==> src/usb_tx_pkg.sv <==
package usb_tx_pkg;

    // **************************************************
    // field widths
    // **************************************************
    localparam int PID_W  = 4;
    localparam int ADDR_W = 7;
    localparam int ENDP_W = 4;
    localparam int DATA_W = 64;

    // sync goes out lsb first, so the lone one is the last sync bit
    localparam logic [7:0] SYNC_PATTERN = 8'b1000_0000;

    localparam int FRAME_MAX   = 80;   // sync + pid + npid + data
    localparam int FRAME_CNT_W = 7;    // enough to index FRAME_MAX bits
    localparam int FIELD_START = 16;   // first crc-covered bit

    // **************************************************
    // crc and line coding constants
    // **************************************************
    localparam logic [4:0]  CRC5_POLY  = 5'b0_0101;   // x^5 + x^2 + 1
    localparam logic [15:0] CRC16_POLY = 16'h8005;    // x^16 + x^15 + x^2 + 1
    localparam int CRC5_LEN  = 5;
    localparam int CRC16_LEN = 16;

    localparam int STUFF_RUN      = 6;   // ones before a forced zero
    localparam int EOP_SE0_CYCLES = 2;

    typedef enum logic [3:0] {
        PID_OUT   = 4'b0001,
        PID_IN    = 4'b1001,
        PID_DATA0 = 4'b0011,
        PID_ACK   = 4'b0010,
        PID_NAK   = 4'b1010
    } usb_pid_e;

    typedef enum logic [1:0] {
        CRC_NONE,
        CRC_5,
        CRC_16
    } crc_kind_e;

    // d+ is the upper bit, d- the lower one
    typedef enum logic [1:0] {
        LINE_SE0 = 2'b00,
        LINE_K   = 2'b01,
        LINE_J   = 2'b10
    } line_state_e;

endpackage
==> src/usb_tx_top.sv <==
module usb_tx_top (
    input  logic                            clk,
    input  logic                            rst_L,
    input  logic                            start,
    input  usb_tx_pkg::usb_pid_e            pid,
    input  logic [usb_tx_pkg::ADDR_W-1:0]   addr,
    input  logic [usb_tx_pkg::ENDP_W-1:0]   endp,
    input  logic [usb_tx_pkg::DATA_W-1:0]   data,
    output logic                            busy,
    output logic                            done,
    output logic                            line_active,
    output usb_tx_pkg::line_state_e         line
);
    logic                                 launch;
    logic [usb_tx_pkg::FRAME_MAX-1:0]     frame;
    logic [usb_tx_pkg::FRAME_CNT_W-1:0]   body_len;
    usb_tx_pkg::crc_kind_e                crc_kind;
    logic                                 ser_bit;
    logic                                 field_bit;
    logic                                 body_last;
    logic                                 crc_bit;
    logic                                 frame_last;
    logic                                 stuff_bit;
    logic                                 frame_end;
    logic                                 stall;   // from the stuffer back up the stream

    usb_pkt_reg i_pkt_reg (
        .clk(clk), .rst_L(rst_L), .start(start), .pid(pid), .addr(addr), .endp(endp),
        .data(data), .done(done), .busy(busy), .launch(launch), .frame(frame),
        .body_len(body_len), .crc_kind(crc_kind)
    );

    usb_bit_serializer i_serializer (
        .clk(clk), .rst_L(rst_L), .launch(launch), .stall(stall), .frame(frame),
        .body_len(body_len), .ser_bit(ser_bit), .field_bit(field_bit), .body_last(body_last)
    );

    usb_crc_gen i_crc_gen (
        .clk(clk), .rst_L(rst_L), .crc_kind(crc_kind), .ser_bit(ser_bit),
        .field_bit(field_bit), .body_last(body_last), .stall(stall), .crc_bit(crc_bit),
        .frame_last(frame_last)
    );

    usb_bit_stuffer i_stuffer (
        .clk(clk), .rst_L(rst_L), .launch(launch), .crc_bit(crc_bit),
        .frame_last(frame_last), .stuff_bit(stuff_bit), .stall(stall), .frame_end(frame_end)
    );

    usb_nrzi_driver i_nrzi (
        .clk(clk), .rst_L(rst_L), .launch(launch), .stuff_bit(stuff_bit),
        .frame_end(frame_end), .line_active(line_active), .line(line), .done(done)
    );

endmodule

==> src/usb_nrzi_driver.sv <==
module usb_nrzi_driver (
    input  logic                    clk,
    input  logic                    rst_L,
    input  logic                    launch,
    input  logic                    stuff_bit,
    input  logic                    frame_end,
    output logic                    line_active,
    output usb_tx_pkg::line_state_e line,
    output logic                    done
);
    typedef enum logic [1:0] {IDLE, SEND, EOP} nrzi_state_e;

    nrzi_state_e             state;
    logic [1:0]              eop_cnt;   // 0,1 se0 then J
    usb_tx_pkg::line_state_e prev;      // line state of the previous bit
    logic                    sending;

    assign sending     = launch || (state == SEND);
    assign line_active = sending || (state == EOP);
    assign done        = (state == EOP) && (eop_cnt == 2'(usb_tx_pkg::EOP_SE0_CYCLES));

    // **************************************************
    // line encoding
    // **************************************************
    always_comb begin
        if (sending)
            line = stuff_bit ? prev : usb_tx_pkg::line_state_e'(~prev);   // zero toggles J/K
        else if (state == EOP && !done)
            line = usb_tx_pkg::LINE_SE0;
        else
            line = usb_tx_pkg::LINE_J;   // idle and final eop cycle
    end

    always_ff @(posedge clk, negedge rst_L) begin
        if (!rst_L) begin
            state   <= IDLE;
            eop_cnt <= '0;
            prev    <= usb_tx_pkg::LINE_J;   // encoder starts from J
        end else if (sending) begin
            prev <= line;
            if (frame_end) begin
                state   <= EOP;
                eop_cnt <= '0;
            end else begin
                state <= SEND;
            end
        end else if (state == EOP) begin
            if (done) begin
                state <= IDLE;
                prev  <= usb_tx_pkg::LINE_J;
            end else begin
                eop_cnt <= eop_cnt + 1'b1;
            end
        end
    end

    // idle line stays J
    a_se0_active: assert property (@(posedge clk) disable iff (!rst_L)
        (line == usb_tx_pkg::LINE_SE0) |-> line_active);

endmodule

==> src/usb_bit_stuffer.sv <==
module usb_bit_stuffer (
    input  logic clk,
    input  logic rst_L,
    input  logic launch,
    input  logic crc_bit,
    input  logic frame_last,
    output logic stuff_bit,
    output logic stall,
    output logic frame_end
);
    logic [2:0] ones_cnt;    // run of ones already sent
    logic       active;      // inside a frame after the launch cycle
    logic       last_pend;   // last bit was a sixth one, end moves to the stuff cycle
    logic       valid;
    logic       stuffing;
    logic       sixth;

    assign valid     = launch || active;
    assign stuffing  = (ones_cnt == 3'(usb_tx_pkg::STUFF_RUN));
    assign sixth     = crc_bit && (ones_cnt == 3'(usb_tx_pkg::STUFF_RUN - 1));
    assign stall     = stuffing;                     // upstream holds for one cycle
    assign stuff_bit = stuffing ? 1'b0 : crc_bit;    // inserted zero
    assign frame_end = valid && (stuffing ? last_pend : (frame_last && !sixth));

    always_ff @(posedge clk, negedge rst_L) begin
        if (!rst_L) begin
            active    <= 1'b0;
            ones_cnt  <= '0;
            last_pend <= 1'b0;
        end else if (frame_end) begin   // clean slate for the next frame
            active    <= 1'b0;
            ones_cnt  <= '0;
            last_pend <= 1'b0;
        end else if (valid) begin
            active <= 1'b1;
            if (stuffing) begin
                ones_cnt <= '0;
            end else if (crc_bit) begin
                ones_cnt  <= ones_cnt + 1'b1;
                last_pend <= frame_last && sixth;
            end else begin
                ones_cnt <= '0;   // any zero breaks the run
            end
        end
    end

    // count restarts after a stuff, so stalls never come back to back
    a_stall_single: assert property (@(posedge clk) disable iff (!rst_L)
        stall |=> !stall);

endmodule

==> src/usb_crc_gen.sv <==
module usb_crc_gen (
    input  logic                  clk,
    input  logic                  rst_L,
    input  usb_tx_pkg::crc_kind_e crc_kind,
    input  logic                  ser_bit,
    input  logic                  field_bit,
    input  logic                  body_last,
    input  logic                  stall,
    output logic                  crc_bit,
    output logic                  frame_last
);
    // IDLE covers sync/pid/npid, PASS the crc-covered fields
    typedef enum logic [1:0] {PASS, SHIFT_OUT, IDLE} crc_state_e;

    crc_state_e                          state;
    logic [usb_tx_pkg::CRC16_LEN-1:0]    crc;       // crc5 lives in the low bits
    logic [usb_tx_pkg::CRC16_LEN-1:0]    crc_nxt;
    logic [usb_tx_pkg::CRC16_LEN-1:0]    poly;
    logic [3:0]                          top_idx;   // msb of the active remainder
    logic [3:0]                          cnt;       // remainder bit being sent
    logic                                fb;

    always_comb begin
        poly = '0;
        if (crc_kind == usb_tx_pkg::CRC_5) begin
            poly[usb_tx_pkg::CRC5_LEN-1:0] = usb_tx_pkg::CRC5_POLY;
            top_idx = 4'(usb_tx_pkg::CRC5_LEN - 1);
        end else begin
            poly    = usb_tx_pkg::CRC16_POLY;
            top_idx = 4'(usb_tx_pkg::CRC16_LEN - 1);
        end
    end

    // **************************************************
    // lfsr step, shift left and fold in the poly
    // **************************************************
    assign fb      = crc[top_idx] ^ ser_bit;
    assign crc_nxt = {crc[usb_tx_pkg::CRC16_LEN-2:0], 1'b0} ^ (fb ? poly : '0);

    assign crc_bit    = (state == SHIFT_OUT) ? ~crc[cnt] : ser_bit;   // complemented remainder
    assign frame_last = (state == SHIFT_OUT) ? (cnt == '0)
                                             : (body_last && crc_kind == usb_tx_pkg::CRC_NONE);

    always_ff @(posedge clk, negedge rst_L) begin
        if (!rst_L) begin
            state <= IDLE;
            crc   <= '1;
            cnt   <= '0;
        end else if (!stall) begin
            case (state)
                IDLE, PASS: begin
                    if (field_bit) begin
                        crc   <= crc_nxt;   // first field bit sees the all-ones preset
                        state <= PASS;
                        if (body_last) begin
                            state <= SHIFT_OUT;
                            cnt   <= top_idx;   // msb first
                        end
                    end else begin
                        crc   <= '1;
                        state <= IDLE;
                    end
                end
                SHIFT_OUT: begin
                    if (cnt == '0) state <= IDLE;
                    else cnt <= cnt - 1'b1;
                end
                default: state <= IDLE;
            endcase
        end
    end

    // handshakes carry no crc, so no remainder may go out
    a_no_crc_none: assert property (@(posedge clk) disable iff (!rst_L)
        (state == SHIFT_OUT) |-> (crc_kind != usb_tx_pkg::CRC_NONE));

endmodule

==> src/usb_bit_serializer.sv <==
module usb_bit_serializer (
    input  logic                                    clk,
    input  logic                                    rst_L,
    input  logic                                    launch,
    input  logic                                    stall,
    input  logic [usb_tx_pkg::FRAME_MAX-1:0]        frame,
    input  logic [usb_tx_pkg::FRAME_CNT_W-1:0]      body_len,
    output logic                                    ser_bit,
    output logic                                    field_bit,
    output logic                                    body_last
);
    typedef enum logic {IDLE, SEND} ser_state_e;

    ser_state_e                           state;
    logic [usb_tx_pkg::FRAME_CNT_W-1:0]   idx;      // current frame bit
    logic                                 active;

    // bit 0 already goes out in the launch cycle
    assign active    = launch || (state == SEND);
    assign ser_bit   = active && frame[idx];
    assign field_bit = active &&
                       (idx >= usb_tx_pkg::FRAME_CNT_W'(usb_tx_pkg::FIELD_START));
    assign body_last = active && (idx == body_len - 1'b1);

    always_ff @(posedge clk, negedge rst_L) begin
        if (!rst_L) begin
            state <= IDLE;
            idx   <= '0;
        end else if (active && !stall) begin   // stuff cycle holds the bit
            if (body_last) begin
                state <= IDLE;
                idx   <= '0;
            end else begin
                state <= SEND;
                idx   <= idx + 1'b1;
            end
        end
    end

endmodule

==> src/usb_pkt_reg.sv <==
module usb_pkt_reg (
    input  logic                                    clk,
    input  logic                                    rst_L,
    input  logic                                    start,
    input  usb_tx_pkg::usb_pid_e                    pid,
    input  logic [usb_tx_pkg::ADDR_W-1:0]           addr,
    input  logic [usb_tx_pkg::ENDP_W-1:0]           endp,
    input  logic [usb_tx_pkg::DATA_W-1:0]           data,
    input  logic                                    done,
    output logic                                    busy,
    output logic                                    launch,
    output logic [usb_tx_pkg::FRAME_MAX-1:0]        frame,
    output logic [usb_tx_pkg::FRAME_CNT_W-1:0]      body_len,
    output usb_tx_pkg::crc_kind_e                   crc_kind
);
    logic                                 pid_ok;     // pid is one of the five we send
    logic                                 accept;
    logic [usb_tx_pkg::PID_W-1:0]         npid;
    logic [usb_tx_pkg::FRAME_MAX-1:0]     nxt_frame;
    logic [usb_tx_pkg::FRAME_CNT_W-1:0]   nxt_len;
    usb_tx_pkg::crc_kind_e                nxt_kind;

    assign npid   = ~pid;   // check field
    assign accept = start && !busy && pid_ok;

    // frame layout by pid, bit 0 leaves first
    always_comb begin
        pid_ok    = 1'b1;
        nxt_frame = '0;
        nxt_len   = '0;
        nxt_kind  = usb_tx_pkg::CRC_NONE;
        case (pid)
            usb_tx_pkg::PID_OUT, usb_tx_pkg::PID_IN: begin   // token
                nxt_frame[usb_tx_pkg::FIELD_START+usb_tx_pkg::ADDR_W+usb_tx_pkg::ENDP_W-1:0] =
                    {endp, addr, npid, pid, usb_tx_pkg::SYNC_PATTERN};
                nxt_len  = usb_tx_pkg::FRAME_CNT_W'(usb_tx_pkg::FIELD_START +
                                                    usb_tx_pkg::ADDR_W + usb_tx_pkg::ENDP_W);
                nxt_kind = usb_tx_pkg::CRC_5;
            end
            usb_tx_pkg::PID_DATA0: begin
                nxt_frame = {data, npid, pid, usb_tx_pkg::SYNC_PATTERN};
                nxt_len   = usb_tx_pkg::FRAME_CNT_W'(usb_tx_pkg::FRAME_MAX);
                nxt_kind  = usb_tx_pkg::CRC_16;
            end
            usb_tx_pkg::PID_ACK, usb_tx_pkg::PID_NAK: begin   // handshake, no fields
                nxt_frame[usb_tx_pkg::FIELD_START-1:0] = {npid, pid, usb_tx_pkg::SYNC_PATTERN};
                nxt_len = usb_tx_pkg::FRAME_CNT_W'(usb_tx_pkg::FIELD_START);
            end
            default: pid_ok = 1'b0;   // undefined pid is refused
        endcase
    end

    always_ff @(posedge clk, negedge rst_L) begin
        if (!rst_L) begin
            busy     <= 1'b0;
            launch   <= 1'b0;
            body_len <= '0;
            crc_kind <= usb_tx_pkg::CRC_NONE;
        end else begin
            launch <= accept;   // one cycle after acceptance
            if (accept) begin
                busy     <= 1'b1;
                body_len <= nxt_len;
                crc_kind <= nxt_kind;
            end else if (done) begin
                busy <= 1'b0;
            end
        end
    end

    always_ff @(posedge clk) begin
        if (accept) frame <= nxt_frame;   // held until the next accepted request
    end

    // a second request while one is in flight must not disturb it
    a_frame_held: assert property (@(posedge clk) disable iff (!rst_L)
        (start && busy && pid_ok) |=> $stable(frame));

endmodule

==> config.mk <==
export PLATFORM = sky130hd
export DESIGN_NAME = usb_tx_top
export DESIGN_NICKNAME = d
export VERILOG_FILES = /design/src/usb_tx_pkg.sv /design/src/usb_tx_top.sv /design/src/usb_nrzi_driver.sv /design/src/usb_bit_stuffer.sv /design/src/usb_crc_gen.sv /design/src/usb_bit_serializer.sv /design/src/usb_pkt_reg.sv
export SDC_FILE = /design/constraint.sdc
export NUM_CORES = 1
export LEC_CHECK = 0
export BUFFER_PORTS_ARGS = -buffer_cell sky130_fd_sc_hd__buf_4
export CORE_MARGIN = 4
export CORE_UTILIZATION = 30
export CTS_CLUSTER_DIAMETER = 100
export DETAILED_ROUTE_END_ITERATION = 8
export PLACE_DENSITY = 0.51
export SYNTH_ARGS = -nofsm -noshare
export SYNTH_HDL_FRONTEND = slang
export SYNTH_SLANG_ARGS = --single-unit
==> constraint.sdc <==
create_clock -name clk -period 7.9 [get_ports clk]
set_input_delay 0.395 -clock clk [delete_from_list [all_inputs] [get_ports clk]]
set_output_delay 0.395 -clock clk [all_outputs]
set_load 0.02 [all_outputs]
# Word level (Yosys, flattened, before mapping)
# Index checks and enable logic that the tools add are counted.
dict set report classes {
  add_sub_neg 5
  n_lt_le_gt_ge 4
  eq_ne 21
  n_mux 55
  bitwise 6
  reduce_logical 40
}
# op count
set op_table {}
lappend op_table {{$mux 16} 2}
lappend op_table {{$mux 2} 16}
lappend op_table {{$pmux 11 s2} 1}
lappend op_table {{$pmux 7 s3} 1}
lappend op_table {{$mux 1} 18}
lappend op_table {{$mux 4} 4}
lappend op_table {{$xor 16x16->16} 1}
lappend op_table {{$logic_and 1x1->1} 13}
lappend op_table {{$mux 3} 4}
lappend op_table {{$ne 2x2->1 const B} 6}
lappend op_table {{$reduce_bool 2->1} 6}
lappend op_table {{$mux 11} 1}
lappend op_table {{$lt 4x5->1 const B} 2}
lappend op_table {{$bmux 1 s4} 2}
lappend op_table {{$eq 4x2->1 const B} 2}
lappend op_table {{$eq 4x4->1 const B} 2}
lappend op_table {{$lt 7x8->1 const B} 1}
lappend op_table {{$mux 8} 1}
lappend op_table {{$pmux 2 s2} 2}
lappend op_table {{$pmux 4 s2} 1}
lappend op_table {{$add 7x1->7 const B} 1}
lappend op_table {{$bmux 1 s7} 1}
lappend op_table {{$eq 7x7->1} 1}
lappend op_table {{$ge 7x5->1 const B} 1}
lappend op_table {{other kinds (23)} 41}
dict set report totals {
  ff_bits 132
  output_inout_bits 5
  elab_cells 149
}

# Longest topological paths before layout
dict set report logic_depth {
  ltp_word 11
  mapped_depth 11
  mapped_depth_nobuf 9
}

# By module
# From an unflattened synthesis, not the netlist that was laid out.
dict set report hier_totals {
  hier_cells 527
  hier_area_um2 6399.9
}
# module instances cells_each area_per_inst_um2 seq_area_each_um2
set modules_own_cells {}
lappend modules_own_cells {usb_pkt_reg 1 185 3056.7 2342.2}
lappend modules_own_cells {usb_bit_serializer 1 130 1350.0 200.2}
lappend modules_own_cells {usb_crc_gen 1 128 1227.4 571.8}
lappend modules_own_cells {usb_nrzi_driver 1 47 402.9 151.4}
lappend modules_own_cells {usb_bit_stuffer 1 37 362.8 125.1}

# Least setup slack after synthesis
# Ideal clock, no wire load.
dict set report synth_timing {
  kind {input to register}
  startpoint {in pid[1]}
  endpoint {reg i_pkt_reg.crc_kind[1]}
  arrival_time_ns 7.516
  slack_ns 0.291
  path_stages 5
  n_path_buf 0
  cell_sequence {nor3b_1 -> or2_2 -> nor2_1 -> nor3b_1 -> mux2_2}
}
dict set report synth_via {
  elab_chain_len 4
}
# element line_no
set synth_rtl {}
lappend synth_rtl {{start: declaration} usb_tx_top.sv:5} ;# input usb_tx_pkg::usb_pid_e pid,
lappend synth_rtl {{$eq 4x2->1 (tied with other cells)} usb_pkt_reg.sv:32} ;# case (pid)
lappend synth_rtl {{$reduce_or 5->1 (no line) (*)} --}
lappend synth_rtl {{$mux 1 (*)} usb_pkt_reg.sv:32}
lappend synth_rtl {{$logic_and 1x1->1 (*)} usb_pkt_reg.sv:24} ;# assign accept = start && !busy && pid_ok;
lappend synth_rtl {{net i_pkt_reg.accept} usb_pkt_reg.sv:17} ;# logic accept;
lappend synth_rtl {{end signal: assignment} usb_pkt_reg.sv:58} ;# crc_kind <= usb_tx_pkg::CRC_NONE;
lappend synth_rtl {{end signal: assignment} usb_pkt_reg.sv:64} ;# crc_kind <= nxt_kind;
lappend synth_rtl {{end: declaration} usb_pkt_reg.sv:14} ;# output usb_tx_pkg::crc_kind_e crc_kind
# Mark *: on every way through the listed nets, which the timed path passes. The rest lies on a longest branch.
# A chain may end at the register's enable or synchronous reset.

# Worst setup path in the final report
dict set report layout_timing {
  startpoint {reg i_serializer.idx[0] (netlist bit)}
  endpoint {out line[1]}
}
dict set report layout_via {
  elab_chain_len 7
}
# element line_no
set layout_rtl {}
lappend layout_rtl {{start: declaration} usb_bit_serializer.sv:15} ;# logic [usb_tx_pkg::FRAME_CNT_W-1:0] idx;
lappend layout_rtl {{start signal: assignment} usb_bit_serializer.sv:35} ;# idx <= idx + 1'b1;
lappend layout_rtl {{$bmux 1 s7} usb_bit_serializer.sv:20} ;# assign ser_bit = active && frame[idx];
lappend layout_rtl {{$mux 1 (not written as such)} usb_bit_serializer.sv:20}
lappend layout_rtl {{$logic_and 1x1->1} usb_bit_serializer.sv:20}
lappend layout_rtl {{$mux 1} usb_crc_gen.sv:40} ;# assign crc_bit = (state == SHIFT_OUT) ? ~crc[cnt] : ser_bit;
lappend layout_rtl {{$mux 1} usb_bit_stuffer.sv:22} ;# assign stuff_bit = stuffing ? 1'b0 : crc_bit;
lappend layout_rtl {{$mux 2} usb_nrzi_driver.sv:27} ;# line = stuff_bit ? prev : usb_tx_pkg::line_state_e'(~prev);
lappend layout_rtl {{$mux 2} usb_nrzi_driver.sv:26} ;# if (sending)
lappend layout_rtl {{end: declaration} usb_tx_top.sv:12} ;# output usb_tx_pkg::line_state_e line
# Every way passes these cells. The select of a mux whose other input is x is not followed.

==> run metrics <==
post-route minimum period=roughly 3800 ps; share of the synthesized area in the top cell type=36.2%; vias per inst=between 4 and 5; row count=slightly above 50; unrepaired setup endpoints after global routing=no; TritonCTS clock tree=done; routed via count=4096; initial antenna violation count=0; Post-route DRC=0; Max stage delay on crit path=slightly above 900 ps; Adder-Cell Fraction of Synth Area=approximately 1.9%; Worst Tran Pin Value=roughly 1000 ps; Multi-input gate area=0.00251 mm^2; syn_area_per_cell=approximately 12 um^2; fillcell total=a little under 2000; cell area after layout=~0.0076 mm^2; Worst VDD drop=around 140 uV; Post-Synth Simple-Gate Area=about 16%; I/O pin total=87; Lkg Pwr=2.90 nW; max-cap violation count=0; Final Skew=around 14 ps; DRT iter0 DRCs=258; placed instance area=roughly 0.007 mm^2; Die Footprint=around 0.023 mm^2; Post-Synth XOR/XNOR Area=between 1 and 1.5%; Relative slew margins=approximately a third; post-synthesis mux area share=10.3%; Post-synth EDFFs=between 70 and 80; Netlist cell types=57; Post-Route WL=around 13000 um; critical path class=reg2out; Max Clk Rate=around 260 MHz; final setup violation count=0; CP startpoint kind=register; routed len/inst=15.4 um; Synth area leader=edfxtp_1; Synth Flop Type=edfxtp_1; number of iterations in the first detailed-routing pass=4; CTS clk-pin slew, worst paths=~60 ps; crit path DAT=between 3000 and 4000 ps; RD Place Congestion=approximately 0.76; Post-Syn Area=~0.0061 mm^2; Root Buffer=clkbuf_16; Final Worst Setup Slack=between 4000 and 5000 ps; largest family of logic cells by synthesized area=simple AND/OR/NAND/NOR gates; Post-Synthesis Cells=500; Post-CTS Hold Buffers=0; CTS resizes=0; pre-CTS setup slack=4430 ps; post-route ant nets=0; NumNets Final=approximately 670; Sequential Area=0.00339 mm^2; worst-case clock buffer depth=2; IO Port Bufs=86; DIE HEIGHT=between 150 and 200 um; slowest CP cell=dfrtp_1; WHS=between 6 and 7 ps; worst r2r src=i_serializer.idx[0]; most frequent cells in the layout=buf_4, edfxtp_1, and2_1; Worst path top cell family by delay=compound AO/OA/AOI/OAI gates; CP startpoint=i_serializer.idx[0]; area added between synthesis and finish=25.0%; DIE WIDTH=between 150 and 200 um; Cell Pwr Density=~320 mW/mm^2; most common cell after layout, fill and taps aside=buf_4; #FFs+latches synth=120; Worst Setup End Kind=output pin; WP buf/inv=1; ys async rst share=~39%; layout cells sized above 1=between 20 and 30%; global-route wire length before repair=22000 um; final core occ=between 30 and 40%; status=finished, final reports clean; vias in the first global route=4288; GRT overflow=0; Max Transition Viols Final=0; Skew-Pair Late Insertion Delay=about 410 ps; top cells by area, synth=edfxtp_1, dfrtp_1, dfstp_2, mux4_2, and2_1; core area=between 0.015 and 0.02 mm^2; Initial Util=30.8%; number of CTS-inserted buffers=17; CP dominant cell by count=nor2_1; Ant. Diodes=0; CP Cell Sequence=nor2_1 -> a2111oi_0 -> a31oi_1 -> a31o_1 -> a311oi_4 -> mux2i_1 -> nor2_1 -> buf_4; post-CTS setup buffers=0; hpwl dp=9280 um; synth warn=0; placed insts=a little over 800; clock sinks=between 100 and 150; worst hold-check path type=in2async; htree depth=4; Synth Area in Compound Gates=between 10% and 20%; largest net degree at the start of global routing=a little over 80; Setup TNS=0 ps; CP required=about 7500 ps; post-synthesis sequential area ratio=56.0%; count of final hold-check violations=0; fin crit share=48.4%; Design Power=between 2 and 2.5 mW; CP Max Fanout=19; Synthesized Nets=about 600; Final Instance Count excl. Fillers=between 800 and 900; Tot GR Track Use=12.4%
[registers in the layout, indices dropped and copies added, names as in the netlist, 3 cells and up]
register and count:
i_crc_gen.cnt 4, i_crc_gen.crc 16, i_pkt_reg.frame 73, i_serializer.idx 7
i_stuffer.ones_cnt 3
[cells in the mapped netlist, drive strengths merged (2+ instances only)]
cell / number
nor2b: 6
nor4b: 2
nor3b: 3
buf: 6
o31ai: 7
xnor2: 4
dfrtp: 29
ha: 9
nand2: 27
a211oi: 2
o22ai: 4
clkbuf: 22
or3: 3
a21oi: 16
mux2i: 16
nand2b: 8
mux2: 7
inv: 18
o22a: 14
a22oi: 4
nor4: 3
nand4: 3
o21ai: 22
a32o: 2
xor2: 3
nand3: 12
nor3: 8
and3: 3
dfstp: 18
a22o: 11
nor2: 28
or2: 3
edfxtp: 73
mux4: 17
a31oi: 3
and2: 62
a21o: 2
o21a: 3
[cell families (layout without fill, tap and decap cells)]
family                     Yosys count  after routing
and+or+nand+nor                    175            175
DFF                                120            120
AOI/OAI and AO/OA                  102            102
buffers and inverters               46            139
muxes                               40             40
adders and majority gates            9              9
xor gates and xnor gates             7              7
other                                1              1
[worst paths after layout]
kind,cells past startpoint,to,slack [ps]
worst max-delay path,8,line[1],4070
min in group clk,2,i_pkt_reg.frame[38],250
worst min register to register,1,i_pkt_reg.body_len[4],480
worst max register to register,7,i_nrzi.eop_cnt[0],4750
max in group asynchronous,1,i_serializer.state,7490
worst min-delay path,1,i_crc_gen.cnt[3],7
[layout make-up]
cell class	instances	area share (%)
clock buffer	17	5.62
clock inverter	15	2.36
inverter	18	0.892
multi-input combinational	334	33.1
sequential	120	44.8
tap	265	4.38
timing repair buffer	89	8.82
[layer usage]
metal	wire, um	global-route usage, %
met1	5970	16.0
met2	6460	20.3
met3	613	3.66
met4	160	3.84
met5	0	0
[where the power goes]
part	leakage (nW)	total, mW	switching (mW)	internal, mW
Clock	0.292	0.791	0.314	0.477
Sequential	1.23	0.860	0.110	0.750
Combinational	1.38	0.755	0.407	0.348
No activity file was read; power rests on OpenSTA's default activity.
